<file path="src/design/ff_stuff_settings.svh">
/* Byte stuffer settings */
`ifndef FF_STUFF_SETTINGS_SVH
`define FF_STUFF_SETTINGS_SVH

// Byte that must be followed by a stuff byte
`define MARKER_BYTE 8'hFF
`define STUFF_BYTE 8'h00

`define WORD_BYTES 4
// Worst case, every lane is a marker
`define STUFF_BYTES (2 * `WORD_BYTES)

`define FIFO_DEPTH 16

`endif

</file>
<file path="src/design/stream_pkg.sv">
/* Bitstream data types */
`include "ff_stuff_settings.svh"

package stream_pkg;

    // One bitstream byte
    typedef logic [7:0] byte_t;

    // Input and output word, MSB first on the wire
    typedef logic [`WORD_BYTES*8-1:0] word_t;

    // One marker flag per byte lane, bit 3 is the MS lane
    typedef logic [`WORD_BYTES-1:0] lane_flags_t;

    // Stuffed bytes of one word, left aligned
    typedef logic [`STUFF_BYTES*8-1:0] stuffed_t;

endpackage

</file>
<file path="src/design/fill_pkg.sv">
/* Fill level and count types */
`include "ff_stuff_settings.svh"

package fill_pkg;

    typedef logic [2:0] ff_count_t;    // 0 to 4 markers in a word
    typedef logic [3:0] byte_count_t;  // 4 to 8 stuffed bytes
    typedef logic [3:0] hold_count_t;  // 0 to 11 bytes in the packer

    // FIFO addressing
    typedef logic [$clog2(`FIFO_DEPTH)-1:0] fifo_ptr_t;
    typedef logic [$clog2(`FIFO_DEPTH):0] fifo_count_t;

endpackage

</file>
<file path="src/design/ff_detect.sv">
/* Marker byte detect */
`include "ff_stuff_settings.svh"

module ff_detect (
    input  logic                      clk,
    input  logic                      rst,
    input  stream_pkg::word_t         in_word,
    input  logic                      in_valid,
    output stream_pkg::word_t         det_word,
    output stream_pkg::lane_flags_t   det_flags,
    output logic                      det_valid
);
    import stream_pkg::*;

    lane_flags_t flags_c;

    // Compare every lane against the marker
    always_comb begin
        for (int lane = 0; lane < `WORD_BYTES; lane++) begin
            flags_c[lane] = (in_word[lane*8 +: 8] == `MARKER_BYTE);
        end
    end

    always_ff @(posedge clk) begin
        if (rst) begin
            det_valid <= 1'b0;
        end else begin
            det_valid <= in_valid;  // Strobe follows the data by one cycle
        end
    end

    // Payload only moves on a valid word
    always_ff @(posedge clk) begin
        if (in_valid) begin
            det_word  <= in_word;
            det_flags <= flags_c;
        end
    end

endmodule

</file>
<file path="src/design/byte_stuffer.sv">
/* Stuff byte insertion */
`include "ff_stuff_settings.svh"

module byte_stuffer (
    input  logic                      clk,
    input  logic                      rst,
    input  stream_pkg::word_t         det_word,
    input  stream_pkg::lane_flags_t   det_flags,
    input  logic                      det_valid,
    output stream_pkg::stuffed_t      stf_bytes,
    output fill_pkg::byte_count_t     stf_count,
    output logic                      stf_valid
);
    import stream_pkg::*;
    import fill_pkg::*;

    localparam int STUFF_BITS = `STUFF_BYTES * 8;

    stuffed_t    bytes_c;
    byte_count_t pos;       // Next free byte slot, counted from the MSB
    ff_count_t   ff_cnt;
    byte_t       lane_byte;

    // Walk the lanes MS first, each marker gets a stuff byte right behind it
    always_comb begin
        bytes_c   = '0;
        pos       = '0;
        ff_cnt    = '0;
        lane_byte = '0;
        for (int lane = `WORD_BYTES - 1; lane >= 0; lane--) begin
            lane_byte = det_word[lane*8 +: 8];
            bytes_c[STUFF_BITS - 1 - pos*8 -: 8] = lane_byte;
            pos = pos + 1'b1;
            if (det_flags[lane]) begin
                bytes_c[STUFF_BITS - 1 - pos*8 -: 8] = `STUFF_BYTE;
                pos    = pos + 1'b1;
                ff_cnt = ff_cnt + 1'b1;
            end
        end
    end

    always_ff @(posedge clk) begin
        if (rst) begin
            stf_valid <= 1'b0;
        end else begin
            stf_valid <= det_valid;  // FIFO write strobe
        end
    end

    always_ff @(posedge clk) begin
        if (det_valid) begin
            stf_bytes <= bytes_c;
            stf_count <= byte_count_t'(`WORD_BYTES) + byte_count_t'(ff_cnt);
        end
    end

endmodule

</file>
<file path="src/design/stuff_fifo.sv">
/* Stuffed word FIFO */
`include "ff_stuff_settings.svh"

module stuff_fifo (
    input  logic                      clk,
    input  logic                      rst,
    input  logic                      wr_en,
    input  stream_pkg::stuffed_t      wr_bytes,
    input  fill_pkg::byte_count_t     wr_count,
    input  logic                      pop,
    output stream_pkg::stuffed_t      head_bytes,
    output fill_pkg::byte_count_t     head_count,
    output logic                      fifo_empty
);
    import stream_pkg::*;
    import fill_pkg::*;

    stuffed_t    mem_bytes [`FIFO_DEPTH];
    byte_count_t mem_count [`FIFO_DEPTH];

    fifo_ptr_t   wr_ptr;
    fifo_ptr_t   rd_ptr;
    fifo_count_t count;
    logic        full;

    assign fifo_empty = (count == '0);
    assign full       = (count == fifo_count_t'(`FIFO_DEPTH));

    // Show-ahead, head is the oldest entry
    assign head_bytes = mem_bytes[rd_ptr];
    assign head_count = mem_count[rd_ptr];

    always_ff @(posedge clk) begin
        if (wr_en) begin
            mem_bytes[wr_ptr] <= wr_bytes;
            mem_count[wr_ptr] <= wr_count;
        end
    end

    always_ff @(posedge clk) begin
        if (rst) begin
            wr_ptr <= '0;
            rd_ptr <= '0;
            count  <= '0;
        end else begin
            if (wr_en) begin
                wr_ptr <= wr_ptr + 1'b1;  // Wraps at the depth
            end
            if (pop) begin
                rd_ptr <= rd_ptr + 1'b1;
            end
            case ({wr_en, pop})
                2'b10:   count <= count + 1'b1;
                2'b01:   count <= count - 1'b1;
                default: count <= count;  // Both or neither
            endcase
        end
    end

    // Source has no ready, so the average input rate must stay in bounds
    assert property (@(posedge clk) disable iff (rst) wr_en && !pop |-> !full)
        else $error("stuff_fifo overflow");

    // Packer must only pop a visible head
    assert property (@(posedge clk) disable iff (rst) pop |-> !fifo_empty)
        else $error("stuff_fifo underflow");

endmodule

</file>
<file path="src/design/word_packer.sv">
/* Output word packer */
`include "ff_stuff_settings.svh"

module word_packer (
    input  logic                      clk,
    input  logic                      rst,
    input  stream_pkg::stuffed_t      head_bytes,
    input  fill_pkg::byte_count_t     head_count,
    input  logic                      fifo_empty,
    output logic                      pop,
    output stream_pkg::word_t         out_word,
    output logic                      out_valid
);
    import fill_pkg::*;

    localparam int HOLD_BYTES = `WORD_BYTES - 1 + `STUFF_BYTES;  // 11
    localparam int HOLD_BITS  = HOLD_BYTES * 8;
    localparam int WORD_BITS  = `WORD_BYTES * 8;
    localparam int PAD_BITS   = HOLD_BITS - `STUFF_BYTES * 8;

    logic [HOLD_BITS-1:0] hold_buf;   // Left aligned, oldest byte on top
    logic [HOLD_BITS-1:0] shifted;
    logic [HOLD_BITS-1:0] keep_mask;
    logic [HOLD_BITS-1:0] head_aligned;
    logic [HOLD_BITS-1:0] buf_next;

    hold_count_t hold_cnt;
    hold_count_t rem_cnt;   // Bytes left after this cycle's emission
    hold_count_t next_cnt;
    logic        emit;

    always_comb begin
        emit    = (hold_cnt >= hold_count_t'(`WORD_BYTES));
        rem_cnt = emit ? hold_cnt - hold_count_t'(`WORD_BYTES) : hold_cnt;

        // Take a new entry only while fewer than a word would remain
        pop = !fifo_empty && (rem_cnt < hold_count_t'(`WORD_BYTES));

        shifted      = emit ? (hold_buf << WORD_BITS) : hold_buf;
        keep_mask    = ~({HOLD_BITS{1'b1}} >> (rem_cnt * 8));
        head_aligned = {head_bytes, {PAD_BITS{1'b0}}} >> (rem_cnt * 8);

        buf_next = shifted & keep_mask;  // Stale bytes below the fill level drop out
        next_cnt = rem_cnt;
        if (pop) begin
            buf_next = buf_next | head_aligned;  // Append right after the held bytes
            next_cnt = rem_cnt + hold_count_t'(head_count);
        end
    end

    always_ff @(posedge clk) begin
        if (rst) begin
            hold_cnt  <= '0;
            out_valid <= 1'b0;
        end else begin
            hold_cnt  <= next_cnt;
            out_valid <= emit;
        end
    end

    always_ff @(posedge clk) begin
        hold_buf <= buf_next;
        if (emit) begin
            out_word <= hold_buf[HOLD_BITS-1 -: WORD_BITS];  // MS byte first
        end
    end

    // Pop rule keeps the fill level within the buffer
    assert property (@(posedge clk) disable iff (rst) hold_cnt <= hold_count_t'(HOLD_BYTES))
        else $error("word_packer hold count above %0d", HOLD_BYTES);

endmodule

</file>
<file path="src/design/ff_stuffer_top.sv">
/* JPEG FF byte stuffer */

module ff_stuffer_top (
    input  logic               clk,
    input  logic               rst,
    input  stream_pkg::word_t  in_word,
    input  logic               in_valid,
    output stream_pkg::word_t  out_word,
    output logic               out_valid
);
    import stream_pkg::*;
    import fill_pkg::*;

    word_t       det_word;
    lane_flags_t det_flags;
    logic        det_valid;

    stuffed_t    stf_bytes;
    byte_count_t stf_count;
    logic        stf_valid;

    stuffed_t    head_bytes;
    byte_count_t head_count;
    logic        fifo_empty;
    logic        pop;

    ff_detect u_detect (
        .clk       (clk),
        .rst       (rst),
        .in_word   (in_word),
        .in_valid  (in_valid),
        .det_word  (det_word),
        .det_flags (det_flags),
        .det_valid (det_valid)
    );

    byte_stuffer u_stuffer (
        .clk       (clk),
        .rst       (rst),
        .det_word  (det_word),
        .det_flags (det_flags),
        .det_valid (det_valid),
        .stf_bytes (stf_bytes),
        .stf_count (stf_count),
        .stf_valid (stf_valid)
    );

    // Absorbs words that grew past four bytes
    stuff_fifo u_fifo (
        .clk        (clk),
        .rst        (rst),
        .wr_en      (stf_valid),
        .wr_bytes   (stf_bytes),
        .wr_count   (stf_count),
        .pop        (pop),
        .head_bytes (head_bytes),
        .head_count (head_count),
        .fifo_empty (fifo_empty)
    );

    word_packer u_packer (
        .clk        (clk),
        .rst        (rst),
        .head_bytes (head_bytes),
        .head_count (head_count),
        .fifo_empty (fifo_empty),
        .pop        (pop),
        .out_word   (out_word),
        .out_valid  (out_valid)
    );

endmodule

</file>
<file path="config.mk">
export PLATFORM = sky130hd
export DESIGN_NAME = ff_stuffer_top
export DESIGN_NICKNAME = d
export VERILOG_FILES = /design/src/design/stream_pkg.sv /design/src/design/fill_pkg.sv /design/src/design/ff_detect.sv /design/src/design/byte_stuffer.sv /design/src/design/stuff_fifo.sv /design/src/design/word_packer.sv /design/src/design/ff_stuffer_top.sv
export VERILOG_INCLUDE_DIRS = /design/src /design/src/design
export SDC_FILE = /design/constraint.sdc
export NUM_CORES = 1
export LEC_CHECK = 0
export BUFFER_PORTS_ARGS = -buffer_cell sky130_fd_sc_hd__buf_2
export CAP_MARGIN = 20
export CORE_ASPECT_RATIO = 1.2
export CORE_UTILIZATION = 45
export DETAILED_ROUTE_END_ITERATION = 7
export GPL_TIMING_DRIVEN = 1
export PLACE_DENSITY_LB_ADDON = 0.2
export SETUP_SLACK_MARGIN = 0.4
export SKIP_CTS_REPAIR_TIMING = 1
export SYNTH_ARGS = -nofsm -noshare
export SYNTH_HDL_FRONTEND = slang
export SYNTH_HIERARCHICAL = 1
export SYNTH_SLANG_ARGS = --single-unit
</file>
<file path="constraint.sdc">
create_clock -name clk -period 3.2 [get_ports clk]
set_input_delay 0.64 -clock clk [delete_from_list [all_inputs] [get_ports clk]]
set_output_delay 0.64 -clock clk [all_outputs]
set_load 0.02 [all_outputs]
</file>
==> out/qor.txt <==
ROUTING
-----------------------------------------------------------------------------------------------
Vias after detailed routing ......................................................        27300
Post-route antenna net violation count ...........................................            0
Via count normalized by instance count ...........................................        6.078
Residual DRC .....................................................................            0
Starting DRT DRC Count ...........................................................         2817
DR WL/cell .......................................................................     29.64 µm
Routed Wire Length ...............................................................    133100 µm
First drt pass iteration count ...................................................            5

CLOCKING
-----------------------------------------------------------------------------------------------
CTS tree .........................................................................          yes
Clock input transition at the sequential cells of the worst setup and hold paths .      0.06 ns
Worst-Skew Late Latency ..........................................................      0.77 ns
H-tree level count ...............................................................            4
Maximum number of buffers from clock root to sink ................................            3
Clock tree sinks .................................................................         1336
Cell at the root of the clock tree ............................................... sky130_fd_sc_hd__clkbuf_16
Number of clock buffers inserted by TritonCTS ....................................          135

TIMING
-----------------------------------------------------------------------------------------------
Achievable frequency .............................................................    366.7 MHz
Finish-stage setup viols .........................................................            0
Post-route worst hold slack ......................................................   0.07381 ns
Count of final hold-check violations .............................................            0
RSZ-0062 raised after global routing .............................................         true
Fin Clk Skew .....................................................................   0.02581 ns
Portion of the clock cycle consumed by the worst path in the final layout ........       0.8523
Tightest slew margin relative to the limit .......................................       0.3707
Setup total negative slack .......................................................         0 ns
Final period demand of the worst path ............................................     2.727 ns
Slew at the pin closest to its max-slew limit ....................................    0.9440 ns
Number of max-slew violations in the final report ................................            0

SYNTHESIS
-----------------------------------------------------------------------------------------------
Synth Cell Area ..................................................................    52230 µm²
Count of cell types in the netlist ...............................................           80
Share of synthesized flip-flops with an asynchronous set or reset ................            0
Net count after synthesis ........................................................         2725
Number of synthesized flops with an enable pin ...................................         1224
Synth warnings ...................................................................            6
Avg Synthesized Cell Area ........................................................    19.56 µm²
Cells after synthesis ............................................................         2670
Number of synthesized register bits ..............................................         1336
Top flip-flop cell by instance count after synthesis ............................. sky130_fd_sc_hd__edfxtp_1
Sequential-to-total area share from yosys stat ...................................       0.7466

FINAL LAYOUT
-----------------------------------------------------------------------------------------------
Share of layout cells above drive strength 1 .....................................       0.2616
Commonest non-fill, non-tap cells in the layout .................................. sky130_fd_sc_hd__edfxtp_1, sky130_fd_sc_hd__mux4_2, sky130_fd_sc_hd__a22oi_1
Final standard cell utilization of the core ......................................       0.5213
Area growth from synthesis to layout .............................................       14.65%
Most frequent standard cell in the layout excluding fill and tap cells ........... sky130_fd_sc_hd__edfxtp_1
Fill cell instance count of the final layout .....................................         9013
Number of nets at the end of the flow ............................................         2928
Layout Cells excl Fill ...........................................................         4492
Number of inserted diodes ........................................................            0

PLACEMENT
-----------------------------------------------------------------------------------------------
Number of buffer cells added on primary ports ....................................           67
Total instance count after detailed placement ....................................         4239
Final estimated routing congestion in global placement ...........................       0.8583
Detailed Place HPWL ..............................................................     80600 µm

SETUP PATH
-----------------------------------------------------------------------------------------------
Nature of the critical path startpoint ...........................................    flip-flop
Category of the worst setup path capture point ...................................    flip-flop
Arrival time at the worst endpoint ...............................................      3.38 ns
Worst R2R Setup Slack ............................................................      0.47 ns
Critical path type ............................................................... flip-flop to flip-flop
Reg2reg end ...................................................................... u_packer/hold_buf[32]
WP data required .................................................................      3.85 ns
Worst R2R Path Depth .............................................................            7
Highest fanout seen on the critical path .........................................           31

POWER AND IR DROP
-----------------------------------------------------------------------------------------------
Power density over cell area ..................................................... 793.0 nW/µm²
Net Switching ....................................................................     13540 µW
Switching share of total power ...................................................       0.2852
Clock network power share ........................................................        0.319
LEAKAGE ..........................................................................   0.01915 µW
Cell-internal power ..............................................................     33940 µW
Max VDD drop .....................................................................     501.1 µV
Relative contribution of sequential cells to total power .........................        0.448
Final Total Pwr ..................................................................     47490 µW
Power share of the combinational group ...........................................        0.233

GRT
-----------------------------------------------------------------------------------------------
Global-route wire length before repair ...........................................    193300 µm
Initial antenna violation count ..................................................            3
Met1 demand-to-capacity share in global routing ..................................       0.3102
Grt met2 use .....................................................................       0.3796
Gr usage total ...................................................................       0.2292
Vias in the first global route ...................................................        27690
Sum of overflow across all layers after global routing ...........................            0
GRT met3 Usage ...................................................................      0.04066
Most Used Layer, Global Route ....................................................         met2
Pin count of the biggest net entering global routing .............................           69

FLOORPLAN
-----------------------------------------------------------------------------------------------
X dimension of the die ...........................................................       313 µm
Row Count ........................................................................          136
Initial cell density of the core .................................................       0.4547
Die Span Y .......................................................................     375.2 µm
IO Count .........................................................................           68
Core Area ........................................................................   114900 µm²
Floorplan die area ...............................................................   117400 µm²

WORST HOLD PATH
-----------------------------------------------------------------------------------------------
Hold Path Cell Cnt ...............................................................            1
Hold wc startpoint ...............................................................   in_word[3]
Hold crit path type .............................................................. primary input to flip-flop
Worst hold endpoint .............................................................. u_detect/det_word[3]

OUTCOME
-----------------------------------------------------------------------------------------------
Status ........................................................................... finished, final reports clean

FLOW RUN
-----------------------------------------------------------------------------------------------
Number of violations of the max-capacitance limit ................................            0

==> cell families after synthesis <==
logic type                 after synthesis  synth area share
DFF                                   1336            0.7466
and+or+nand+nor                        399           0.03984
muxes                                  382            0.1397
xor gates and xnor gates                15          0.002515
AOI/OAI and AO/OA                      341           0.04815
buffers and inverters                  177           0.01811
adders and majority gates               20          0.005079
==> area by class of cell <==
class | instances | area, µm² | area share
multi-input cells | 1157 | 12450 | 0.2079
flip-flops and latches | 1336 | 39020 | 0.6517
inverters | 14 | 55.05 | 0.0009194
well taps | 1518 | 1899 | 0.03172
repair buffers | 229 | 2222 | 0.03711
clock inverters | 56 | 564.3 | 0.009424
clock buffers | 182 | 3667 | 0.06124
==> flip-flops by register name (all words and copies together) (netlist names), named ones only <==
signal	cells
u_packer/out_word	32
u_detect/det_valid	1
u_detect/det_flags	4
u_fifo/rd_ptr	4
u_fifo/wr_ptr	4
u_fifo/mem_bytes	1024
u_fifo/mem_count	64
u_packer/hold_cnt	4
u_stuffer/stf_count	4
u_fifo/count	5
u_detect/det_word	32
u_packer/out_valid	1
u_packer/hold_buf	88
u_stuffer/stf_bytes	64
u_stuffer/stf_valid	1
==> how the worst max path moves through the flow <==
| stage | from | to | slack [ns] | cells after the start |
|---|---|---|---|---|
| CTS | u_detect/det_flags[3] | u_stuffer/stf_bytes[24] | 0.28 | 7 |
| finish | flip-flop | u_packer/hold_buf[32] | 0.47 | 7 |
| floorplan | u_fifo/count[2] | u_fifo/count[4] | 0.20 | 15 |
| global placement | u_detect/det_flags[3] | u_stuffer/stf_bytes[30] | 0.37 | 7 |
| global route | flip-flop | u_packer/hold_buf[40] | 0.34 | 8 |
| detailed placement | u_detect/det_flags[3] | u_stuffer/stf_bytes[30] | 0.28 | 7 |
==> Yosys cell counts, drive strengths merged (7+ instances only) <==
cell type,n,share of area
ha,18,0.0043
nor2,47,0.0036
nand2b,13,0.0016
nor2b,12,0.0014
a211oi,15,0.0022
a21oi,39,0.0037
edfxtp,1224,0.70
o22ai,18,0.0022
a32o,12,0.0023
mux2,24,0.0052
a22o,9,0.0015
xor2,8,0.0013
nor4,9,0.0025
xnor2,7,0.0012
o21ai,21,0.0021
mux4,275,0.12
buf,96,0.012
nand3,50,0.0048
a211o,9,0.0015
nand2,161,0.012
clkbuf,67,0.0048
or3,8,0.0011
and3,11,0.0013
nand4,23,0.0028
inv,13,0.00093
dfxtp,112,0.043
nand3b,13,0.0019
and2,23,0.0028
o2bb2ai,7,0.0012
mux2i,83,0.016
a22oi,171,0.025
a32oi,8,0.0013
==> through the flow <==
| step | setup WS [ns] | instance area, µm² |
|---|---|---|
| floorplan | 0.2003 | 52300 |
| CTS | 0.2808 | 59620 |
| finish | 0.4727 | 59880 |
| global placement | 0.3689 | 55390 |
| detailed placement | 0.2804 | 55390 |
| global route | 0.3365 | 59880 |
==> worst max-delay path, cell delays in order (launching register included) <==
cell and delay (ns):
sky130_fd_sc_hd__dfxtp_4 0.52, sky130_fd_sc_hd__buf_12 0.27, sky130_fd_sc_hd__buf_12 0.26, sky130_fd_sc_hd__mux4_2 0.32, sky130_fd_sc_hd__a22oi_1 0.27, sky130_fd_sc_hd__nand2_1 0.22, sky130_fd_sc_hd__mux4_2 0.51, sky130_fd_sc_hd__a22o_1 0.18
==> routing by layer <==
metal,wire [µm],up-vias
met2,66980,1023
met1,54440,14630
met4,3272,2
met5,12,-
li1,-,11440
met3,8421,206
==> power by group through the flow <==
| stage | Combinational [µW] | Sequential, µW | Clock (µW) |
|---|---|---|---|
| 6_report | 11100 | 21300 | 15200 |
| 3_5_place_dp | 10900 | 21600 | 0 |
| 3_3_place_gp | 10700 | 21600 | 0 |
| 4_1_cts | 10900 | 21200 | 15500 |
| 5_1_grt | 11900 | 21300 | 16100 |
| 2_1_floorplan | 7770 | 21200 | 0 |
(Power assumes the default switching activity.)
